File: src/rtl/rv_isa_pkg.sv
`default_nettype none

package rv_isa_pkg;

  // base integer ISA widths
  localparam int xlen      = 32;
  localparam int opcode_w  = 7;
  localparam int funct3_w  = 3;
  localparam int funct7_w  = 7;
  localparam int reg_idx_w = 5;
  localparam int imm_i_w   = 12;
  localparam int imm_u_w   = 20;

  typedef logic [xlen-1:0]      word_t;
  typedef logic [reg_idx_w-1:0] reg_idx_t;
  typedef logic [opcode_w-1:0]  opcode_t;
  typedef logic [funct3_w-1:0]  funct3_t;
  typedef logic [funct7_w-1:0]  funct7_t;

  // major opcodes kept by this core
  localparam opcode_t op_lui     = 7'b01_101_11;
  localparam opcode_t op_auipc   = 7'b00_101_11;
  localparam opcode_t op_reg_imm = 7'b00_100_11;
  localparam opcode_t op_reg_reg = 7'b01_100_11;
  localparam opcode_t op_environ = 7'b11_100_11;

  // funct3 for the integer alu group, shared by imm and reg forms
  localparam funct3_t f3_add  = 3'b000;
  localparam funct3_t f3_sll  = 3'b001;
  localparam funct3_t f3_slt  = 3'b010;
  localparam funct3_t f3_sltu = 3'b011;
  localparam funct3_t f3_xor  = 3'b100;
  localparam funct3_t f3_sr   = 3'b101;
  localparam funct3_t f3_or   = 3'b110;
  localparam funct3_t f3_and  = 3'b111;

  // alt selects sub and sra
  localparam funct7_t f7_base = 7'b000_0000;
  localparam funct7_t f7_alt  = 7'b010_0000;

  typedef struct packed {
    funct7_t  funct7;
    reg_idx_t rs2;
    reg_idx_t rs1;
    funct3_t  funct3;
    reg_idx_t rd;
    opcode_t  opcode;
  } r_type_t;

  typedef struct packed {
    logic [imm_i_w-1:0] imm;
    reg_idx_t           rs1;
    funct3_t            funct3;
    reg_idx_t           rd;
    opcode_t            opcode;
  } i_type_t;

  typedef struct packed {
    logic [imm_u_w-1:0] imm;
    reg_idx_t           rd;
    opcode_t            opcode;
  } u_type_t;

  // one instruction word, three decodings
  typedef union packed {
    r_type_t r;
    i_type_t i;
    u_type_t u;
  } rv_insn_t;

endpackage

`default_nettype wire

File: src/rtl/core_pkg.sv
`default_nettype none

package core_pkg;
  import rv_isa_pkg::*;

  // instruction queue size, also the initial credit count
  localparam int queue_depth = 4;

  typedef logic [$clog2(queue_depth)-1:0] qptr_t;
  // counts run 0..queue_depth inclusive
  typedef logic [$clog2(queue_depth):0]   credit_t;
  typedef logic [$clog2(queue_depth):0]   count_t;

  typedef struct packed {
    logic  valid;
    word_t pc;
  } fetch_req_t;

  typedef struct packed {
    word_t    pc;
    rv_insn_t insn;
  } queue_entry_t;

  typedef struct packed {
    logic     valid;
    logic     illegal;
    reg_idx_t rd;
    word_t    data;
  } retire_t;

endpackage

`default_nettype wire

File: src/rtl/fetch_unit.sv
`timescale 1ns/1ps
`default_nettype none

module fetch_unit
  import rv_isa_pkg::*, core_pkg::*;
(
  input  logic         clk,
  input  logic         rst,
  input  logic         credit_return,
  input  word_t        imem_insn,
  output fetch_req_t   imem_req,
  output logic         push_valid,
  output queue_entry_t push_entry
);

  credit_t credits;
  word_t   next_pc;
  word_t   pend_pc;
  logic    issue;

  // a credit guarantees a free queue slot for the response
  assign issue = credits != '0;

  always_ff @(posedge clk) begin
    if (rst) begin
      credits    <= credit_t'(queue_depth);
      next_pc    <= '0;
      imem_req   <= '0;
      push_valid <= 1'b0;
    end else begin
      credits        <= credits - credit_t'(issue) + credit_t'(credit_return);
      imem_req.valid <= issue;
      imem_req.pc    <= next_pc;
      if (issue) begin
        next_pc <= next_pc + word_t'(4);
      end
      // memory answers exactly one cycle after the request
      push_valid <= imem_req.valid;
    end
  end

  // pc of the request now in flight
  always_ff @(posedge clk) begin
    pend_pc <= imem_req.pc;
  end

  assign push_entry = '{pc: pend_pc, insn: rv_insn_t'(imem_insn)};

endmodule

`default_nettype wire

File: src/rtl/insn_queue.sv
`timescale 1ns/1ps
`default_nettype none

module insn_queue
  import core_pkg::*;
(
  input  logic         clk,
  input  logic         rst,
  input  logic         push_valid,
  input  queue_entry_t push_entry,
  input  logic         pop,
  output queue_entry_t head,
  output logic         not_empty,
  output logic         credit_return
);

  queue_entry_t slots [queue_depth];
  qptr_t        wr_ptr;
  qptr_t        rd_ptr;
  count_t       count;

  // entry storage
  always_ff @(posedge clk) begin
    if (push_valid) begin
      slots[wr_ptr] <= push_entry;
    end
  end

  // pointers wrap at the power-of-two depth
  always_ff @(posedge clk) begin
    if (rst) begin
      wr_ptr <= '0;
      rd_ptr <= '0;
      count  <= '0;
    end else begin
      if (push_valid) begin
        wr_ptr <= wr_ptr + qptr_t'(1);
      end
      if (pop) begin
        rd_ptr <= rd_ptr + qptr_t'(1);
      end
      // credits keep every push away from a full queue
      count <= count + count_t'(push_valid) - count_t'(pop);
    end
  end

  assign head      = slots[rd_ptr];
  assign not_empty = count != '0;

  // each freed slot goes straight back to fetch
  assign credit_return = pop;

endmodule

`default_nettype wire

File: src/rtl/reg_file.sv
`timescale 1ns/1ps
`default_nettype none

module reg_file
  import rv_isa_pkg::*;
(
  input  logic     clk,
  input  logic     rst,
  input  reg_idx_t rs1,
  input  reg_idx_t rs2,
  output word_t    rs1_data,
  output word_t    rs2_data,
  input  logic     we,
  input  reg_idx_t rd,
  input  word_t    rd_data
);

  // x0 has no storage
  word_t regs [1:31];

  always_ff @(posedge clk) begin
    if (rst) begin
      for (int idx = 1; idx < 32; idx++) begin
        regs[idx] <= '0;
      end
    end else if (we && rd != '0) begin
      regs[rd] <= rd_data;
    end
  end

  assign rs1_data = (rs1 == '0) ? '0 : regs[rs1];
  assign rs2_data = (rs2 == '0) ? '0 : regs[rs2];

endmodule

`default_nettype wire

File: src/rtl/exec_unit.sv
`timescale 1ns/1ps
`default_nettype none

module exec_unit
  import rv_isa_pkg::*, core_pkg::*;
(
  input  logic         clk,
  input  logic         rst,
  input  queue_entry_t head,
  input  logic         not_empty,
  output logic         pop,
  output retire_t      retire,
  output logic         halt
);

  rv_insn_t               insn;
  word_t                  rs1_data;
  word_t                  rs2_data;
  word_t                  imm_i;
  word_t                  imm_u;
  word_t                  op_b;
  logic [$clog2(xlen)-1:0] shamt;
  logic                   is_reg;
  logic                   use_alt;
  logic                   alt_ok;
  logic                   need_f7;
  logic                   f7_ok;
  logic                   legal;
  logic                   writes;
  logic                   ecall_ok;
  logic                   rf_we;
  word_t                  alu_out;
  word_t                  result;

  assign insn = head.insn;
  assign pop  = not_empty && !halt;

  assign imm_i = {{(xlen - imm_i_w){insn.i.imm[imm_i_w-1]}}, insn.i.imm};
  assign imm_u = {insn.u.imm, 12'b0};

  // operand b and shift amount depend on imm vs reg form
  assign is_reg = insn.r.opcode == op_reg_reg;
  assign op_b   = is_reg ? rs2_data : imm_i;
  assign shamt  = is_reg ? rs2_data[$clog2(xlen)-1:0] : insn.r.rs2;

  // shifts and reg forms need funct7 base unless alt selects sub or sra
  assign use_alt = insn.r.funct7 == f7_alt;
  assign alt_ok  = (insn.r.funct3 == f3_sr) || (is_reg && insn.r.funct3 == f3_add);
  assign need_f7 = is_reg || insn.r.funct3 == f3_sll || insn.r.funct3 == f3_sr;
  assign f7_ok   = !need_f7 || insn.r.funct7 == f7_base || (use_alt && alt_ok);

  reg_file i_reg_file (
    .clk      (clk),
    .rst      (rst),
    .rs1      (insn.r.rs1),
    .rs2      (insn.r.rs2),
    .rs1_data (rs1_data),
    .rs2_data (rs2_data),
    .we       (rf_we),
    .rd       (insn.r.rd),
    .rd_data  (result)
  );

  always_comb begin
    case (insn.r.funct3)
      f3_add:  alu_out = (is_reg && use_alt) ? rs1_data - op_b : rs1_data + op_b;
      f3_sll:  alu_out = rs1_data << shamt;
      f3_slt:  alu_out = word_t'($signed(rs1_data) < $signed(op_b));
      f3_sltu: alu_out = word_t'(rs1_data < op_b);
      f3_xor:  alu_out = rs1_data ^ op_b;
      f3_sr:   alu_out = use_alt ? word_t'($signed(rs1_data) >>> shamt) : rs1_data >> shamt;
      f3_or:   alu_out = rs1_data | op_b;
      f3_and:  alu_out = rs1_data & op_b;
    endcase
  end

  always_comb begin
    legal    = 1'b1;
    writes   = 1'b1;
    ecall_ok = 1'b0;
    result   = alu_out;
    case (insn.r.opcode)
      op_lui:     result = imm_u;
      op_auipc:   result = head.pc + imm_u;
      op_reg_imm: legal = f7_ok;
      op_reg_reg: legal = f7_ok;
      op_environ: begin
        // only the all-zero form is ecall
        writes   = 1'b0;
        legal    = (insn.u.imm == '0) && (insn.u.rd == '0);
        ecall_ok = legal;
      end
      default:    legal = 1'b0;
    endcase
    if (!legal) begin
      writes = 1'b0;
      result = '0;
    end
  end

  assign rf_we = pop && writes;

  always_ff @(posedge clk) begin
    if (rst) begin
      retire <= '0;
      halt   <= 1'b0;
    end else begin
      // ecall halts without a retire record
      retire.valid   <= pop && !ecall_ok;
      retire.illegal <= !legal;
      retire.rd      <= insn.r.rd;
      retire.data    <= result;
      if (pop && ecall_ok) begin
        halt <= 1'b1;
      end
    end
  end

endmodule

`default_nettype wire

File: src/rtl/core_top.sv
`timescale 1ns/1ps
`default_nettype none

module core_top
  import rv_isa_pkg::*, core_pkg::*;
(
  input  logic       clk,
  input  logic       rst,
  output fetch_req_t imem_req,
  input  word_t      imem_insn,
  output retire_t    retire,
  output logic       halt
);

  logic         push_valid;
  queue_entry_t push_entry;
  logic         credit_return;
  queue_entry_t head;
  logic         not_empty;
  logic         pop;

  fetch_unit i_fetch_unit (
    .clk           (clk),
    .rst           (rst),
    .credit_return (credit_return),
    .imem_insn     (imem_insn),
    .imem_req      (imem_req),
    .push_valid    (push_valid),
    .push_entry    (push_entry)
  );

  insn_queue i_insn_queue (
    .clk           (clk),
    .rst           (rst),
    .push_valid    (push_valid),
    .push_entry    (push_entry),
    .pop           (pop),
    .head          (head),
    .not_empty     (not_empty),
    .credit_return (credit_return)
  );

  exec_unit i_exec_unit (
    .clk       (clk),
    .rst       (rst),
    .head      (head),
    .not_empty (not_empty),
    .pop       (pop),
    .retire    (retire),
    .halt      (halt)
  );

endmodule

`default_nettype wire

File: config.mk
export PLATFORM = sky130hd
export DESIGN_NAME = core_top
export DESIGN_NICKNAME = d
export VERILOG_FILES = /design/src/rtl/rv_isa_pkg.sv /design/src/rtl/core_pkg.sv /design/src/rtl/fetch_unit.sv /design/src/rtl/insn_queue.sv /design/src/rtl/reg_file.sv /design/src/rtl/exec_unit.sv /design/src/rtl/core_top.sv
export SDC_FILE = /design/constraint.sdc
export NUM_CORES = 2
export LEC_CHECK = 0
export ABC_AREA = 1
export BUFFER_PORTS_ARGS = -buffer_cell sky130_fd_sc_hd__buf_2
export CORE_AREA = 2 2 432 434
export CTS_CLUSTER_SIZE = 40
export DETAILED_ROUTE_END_ITERATION = 10
export DIE_AREA = 0 0 434 436
export PLACE_DENSITY = 0.64
export RECOVER_POWER = 100
export SETUP_SLACK_MARGIN = 0.15
export SYNTH_ARGS = -nofsm -noshare
export SYNTH_HDL_FRONTEND = slang
export SYNTH_HIERARCHICAL = 1
export SYNTH_SLANG_ARGS = --single-unit
File: constraint.sdc
create_clock -name clk -period 5.2 [get_ports clk]
set_input_delay 0.52 -clock clk [delete_from_list [all_inputs] [get_ports clk]]
set_output_delay 0.52 -clock clk [all_outputs]
set_load 0.01 [all_outputs]
# After elaboration in Yosys (flattened, before gate mapping)
# Memories as Yosys holds them, arrays and structs flattened. A register that Yosys moved wholly into a read port is not among the register bits.
# Cells that the tools add are included.
# totals
mem_count	2
regBits	148
wordCells	102
out_inout_bits	73
inputBits	34
ramBits	1248
# op_classes
n_shift	3
n_eq_ne	13
bitwise	3
n_mux	25
n_addsub	10
reduce_logical	30
order_cmp	2
# mem_list
name	words	word_bits	read_ports	rd_clocked_by_memory_dff	write_ports	line	source
i_exec_unit.i_reg_file.regs	31	32	2	0	31	reg_file.sv:19	word_t regs [1:31];
i_insn_queue.slots	4	64	1	1	1	insn_queue.sv:17	queue_entry_t slots [queue_depth];
# op_table
cell	n
32-bit case mux with 8 select lines	1
32-bit two-way mux	7
32-bit adder	2
32-bit less-than comparator	2
32-bit case mux with 2 select lines	1
32-bit by 3-bit adder with 32-bit output (second input constant)	1
32-bit bitwise AND	1
32-bit OR	1
32-bit OR reduction	1
32-bit by 5-bit left shift with 32-bit output	1
32-bit by 5-bit >> shifter with 32-bit output	1
32-bit by 5-bit >>> shifter with 32-bit output	1
32-bit subtractor	1
32-bit bitwise XOR	1
7-bit by 6-bit equality test with 1-bit output (second input constant)	3
20-bit zero test	1
5-bit zero test	3
7-bit by 5-bit equality test with 1-bit output (second input constant)	2
3-bit equality test (second input constant)	4
1-bit two-way mux	11
5-bit two-way mux	2
1-bit logical AND	9
7-bit equality test (second input constant)	1
7-bit zero test	1
13 further kinds	27

# Depth between registers and ports, before layout
# logic_depth
word_depth	15
ltp_mapped	46
ltp_nobuf	38

# By module
# The synthesis kept the hierarchy.
# by_module_without_submodules
module	n_inst	cells_each	seq_area_each_um2	area_each_um2
reg_file	1	7249	30749.5	56511.7
exec_unit	1	2345	800.8	12490.7
insn_queue	1	741	7867.5	10024.6
fetch_unit	1	435	1901.8	3557.2

# Worst setup path before layout
# OpenSTA, ideal clock, no wires.
# synth_timing
kind	flip-flop to flip-flop
startpoint	register (tool-made name)
endpoint	memory i_exec_unit/i_reg_file/regs[10][17] (netlist name), data pin
setup_time_ps	266
period_less_slack_ps	5609
required_time_ps	4934
stages_incl_launch_ff	38
path_slack_ps	-409
t_arrival_ps	5343
n_path_buf	6
path_cell_list	dfxtp_1 inv_2 clkbuf_1 o21ai_0 o21ai_1 inv_1 nor2_1 clkbuf_1 buf_2 nand2_1 nand3_1 nor2_1 nor2_1 nand3_1 nand2_2 buf_2 clkbuf_1 ha_1 [2 not listed] a21oi_1 o21ai_0 a21oi_1 inv_1 nand2_1 nand2_1 nand2_1 nand2_1 or2_2 nand3_1 nand3_1 nand2_1 nand2_1 nand2_1 inv_1 inv_1 clkbuf_1 nor2_1
# synth_lines
element	line
end, declared	reg_file.sv:19

==> flow_summary.json <==
{
  "outcome": "finished with violations",
  "violations": "max-capacitance violations, max-slew violations, negative setup slack",
  "cts.reportedPaths.clkPinSlew_ps": 60,
  "slew_headroom": -1.234,
  "crit_required_ps": 5800,
  "setup.reg_to_reg.worst_slack_ps": -780,
  "layout.area.seq_sq_mm": 0.04132,
  "finalNetCount": 12020,
  "ff2ff_path_depth": 39,
  "detailroute.via_count": 85630,
  "place_congestion": 1.054,
  "globalRoute.totalOverflow": 0,
  "setup_viol_count_final": 2044,
  "timing.critical_path.from_type": "flip-flop",
  "drive_above_1_share": 0.1975,
  "global_route_wire_length_before_repair_microns": 550300,
  "worst_slack_ps": -780.4,
  "yosys_warnings": 6,
  "crit_fanout": 11,
  "avgSynthCellArea_sq_um": 7.668,
  "clock_tree.htree_level_count": 4,
  "yosys_register_bits": 1424,
  "layout.core_utilization": 0.5791,
  "count_of_max_cap_constraint_violations": 10,
  "setup_tns_ps": -745620,
  "number_of_hold_violations_in_the_final_report": 0,
  "route.antenna.remaining_nets": 0,
  "report.final.slew_viol_count": 365,
  "period_share": 1.150,
  "port-buffer-count": 104,
  "fin_crit_ps": 5980,
  "dr.pass1.iters": 9,
  "post-route-drc-count": 0,
  "routedWlPerCell_microns": 27.04,
  "first_global_vias": 80530,
  "combined_area_of_the_multi_input_logic_cells_sq_mm": 0.03767,
  "worst_setup_path_end_kind": "flip-flop",
  "post_synth_inst_count": 10770,
  "holdWs_ps": 350.4,
  "die_h_microns": 436,
  "clock-skew-final_ps": 78.48,
  "areaGrowthSynthToFinish_pct": 29.48,
  "antenna_violations_before_repair": 10,
  "gr-usage-all-layers": 0.3998,
  "grt_setup_unrepaired": "true",
  "max-clock-path-buffers": 3,
  "synth.cell_area_sq_mm": 0.08258,
  "design.core.area_sq_mm": 0.1846,
  "row_count": 158,
  "cts-buffers-inserted": 157,
  "floorplan.io_pins": 107,
  "regToRegEndpoint": "i_exec_unit/i_reg_file/regs[3][25]",
  "tritoncts": "yes",
  "layout.cells.most_common_list": "2,658 x sky130_fd_sc_hd__nand2_1, 2,176 x sky130_fd_sc_hd__nor2_1, 1,280 x sky130_fd_sc_hd__edfxtp_1",
  "initial_utilization": 0.4473,
  "maximum_number_of_pins_on_one_net_before_global_route_repair": 87,
  "clk_latency_ps": 880,
  "dieWidth_microns": 434,
  "yosys.area.top_type_share": 0.4654,
  "synthFlopType": "sky130_fd_sc_hd__edfxtp_1",
  "slowest_stage": "sky130_fd_sc_hd__dfxtp_4",
  "synth_enable_flop_cells": 1280,
  "worstSetupPathType": "flip-flop to flip-flop",
  "route.detailed.vias_per_inst": 5.920,
  "place.detailed.hpwl_microns": 260500,
  "fp.dieArea_sq_mm": 0.1892,
  "drt-total-wl_microns": 391100,
  "cts.root.buffer_cell": "sky130_fd_sc_hd__clkbuf_16",
  "worstHoldPathType": "flip-flop to flip-flop",
  "worst_ep_arrival_time_ps": 6580,
  "cts.sink_count": 1424,
  "share_of_the_yosys_chip_area_belonging_to_registers": 0.5003,
  "max_stage_delay_ps": 440,
  "max_freq_mhz": 167.2,
  "first_iter_violations": 13330,
  "top_cells_by_area_synth": "sky130_fd_sc_hd__edfxtp_1 47%, sky130_fd_sc_hd__nand2_1 13%, sky130_fd_sc_hd__nor2_1 10%",
  "fillCellCount": 16700,
  "endpoint": "i_exec_unit/i_reg_file/regs[3][25]",
  "yosys.area.top_type": "sky130_fd_sc_hd__edfxtp_1",
  "post_synthesis_async_set_or_reset_flop_share": 0,
  "worstMarginPinSlew_ps": 3351,
  "yosysUniqueCellTypes": 67,
  "layout_commonest_cell": "sky130_fd_sc_hd__nand2_1"
}
==> cells in the mapped netlist (9+ instances only) <==
cell,instances
sky130_fd_sc_hd__a211oi_1,23
sky130_fd_sc_hd__a21oi_1,303
sky130_fd_sc_hd__a31oi_1,15
sky130_fd_sc_hd__buf_1,76
sky130_fd_sc_hd__buf_2,270
sky130_fd_sc_hd__buf_4,64
sky130_fd_sc_hd__buf_6,13
sky130_fd_sc_hd__clkbuf_1,384
sky130_fd_sc_hd__dfxtp_1,144
sky130_fd_sc_hd__edfxtp_1,1280
sky130_fd_sc_hd__ha_1,131
sky130_fd_sc_hd__inv_1,564
sky130_fd_sc_hd__inv_2,18
sky130_fd_sc_hd__mux2i_1,10
sky130_fd_sc_hd__nand2_1,2784
sky130_fd_sc_hd__nand2_2,15
sky130_fd_sc_hd__nand3_1,1192
sky130_fd_sc_hd__nand4_1,22
sky130_fd_sc_hd__nor2_1,2282
sky130_fd_sc_hd__nor2_2,12
sky130_fd_sc_hd__nor3_1,39
sky130_fd_sc_hd__o211ai_1,52
sky130_fd_sc_hd__o21a_1,11
sky130_fd_sc_hd__o21ai_0,687
sky130_fd_sc_hd__o21ai_1,226
sky130_fd_sc_hd__o221ai_1,14
sky130_fd_sc_hd__o22ai_1,23
sky130_fd_sc_hd__or2_2,14
sky130_fd_sc_hd__xor2_1,9
==> kinds of logic after synthesis <==
family | share of synthesized area
and+or+nand+nor | 0.3152
DFF | 0.5003
buffers and inverters | 0.07201
AOI/OAI and AO/OA | 0.08898
adders and majority gates | 0.02082
muxes | 0.001485
xor gates and xnor gates | 0.001061
other | 0.00009094
==> per-stage QoR <==
stage	instance area, sq um	setup WS, ps	std cells
3_5_place_dp	95880	-1657	13980
6_report	106900	-780.4	14460
2_1_floorplan	82800	138.9	10800
4_1_cts	105400	-603.7	14410
3_3_place_gp	95880	-1697	13980
5_1_grt	106900	-896.9	14460
==> worst max-delay path, delay by kind of cell (launching register included) <==
family,cells,cell delay (ps)
buffers and inverters,15,2640
AND/OR/NAND/NOR,19,1830
flip-flops,1,440
AO/OA/AOI/OAI,4,440
adder cells (fa/ha/maj),1,300
==> layout make-up <==
cell class / instances / area share
antenna: 6 / 0.0001404
multi-input combinational: 7982 / 0.3523
inverter: 589 / 0.02206
timing repair inverter: 1 / 0.0001872
clock buffer: 192 / 0.03864
tap: 2480 / 0.02902
sequential: 1424 / 0.3865
timing repair buffer: 1694 / 0.1605
clock inverter: 96 / 0.01068
==> what timing repair did <==
action                                  in CTS  in global routing
hold buffers                                32                  0
buffers inserted                            60                 32
resized for setup                          499                371
gates cloned                                50                 13
endpoints found under the setup margin    2047               2048
pin swaps                                   57                 58
hold endpoints to repair                   127                  0
==> registers in the layout, indices dropped and copies added (netlist names), named ones only <==
signal                       count
i_exec_unit/halt                 1
i_exec_unit/i_reg_file/regs   1024
i_exec_unit/retire              39
i_fetch_unit/credits             3
i_fetch_unit/imem_req           31
i_fetch_unit/next_pc            30
i_fetch_unit/pend_pc            30
i_fetch_unit/push_valid          1
i_insn_queue/count               3
i_insn_queue/rd_ptr              2
i_insn_queue/slots             256
i_insn_queue/wr_ptr              2
==> worst min-delay path by stage <==
stage	cells past startpoint	to	startpoint	slack, ps
after CTS	2	i_fetch_unit/next_pc[30]	rst	30
after global placement	0	i_fetch_unit/pend_pc[3]	i_fetch_unit/imem_req[3]	330
after detailed placement	0	i_fetch_unit/pend_pc[9]	i_fetch_unit/imem_req[9]	340
after global routing	0	i_fetch_unit/pend_pc[4]	i_fetch_unit/imem_req[4]	350
after floorplan	0	i_fetch_unit/pend_pc[10]	i_fetch_unit/imem_req[10]	380
final	0	i_fetch_unit/pend_pc[3]	i_fetch_unit/imem_req[3]	350
==> metal layers <==
| layer | vias to the layer above | routed length (microns) | GRT usage |
|---|---|---|---|
| met2 | 6092 | 162800 | 0.5786 |
| met5 | - | 102 | 0 |
| met3 | 1352 | 52120 | 0.1153 |
| met4 | 14 | 28370 | 0.2348 |
| li1 | 37640 | - | - |
| met1 | 40540 | 147700 | 0.5307 |
Power is left out: the tool's default activity adds up to more than one toggle a clock period on the data nets, which glitch-free logic cannot reach.
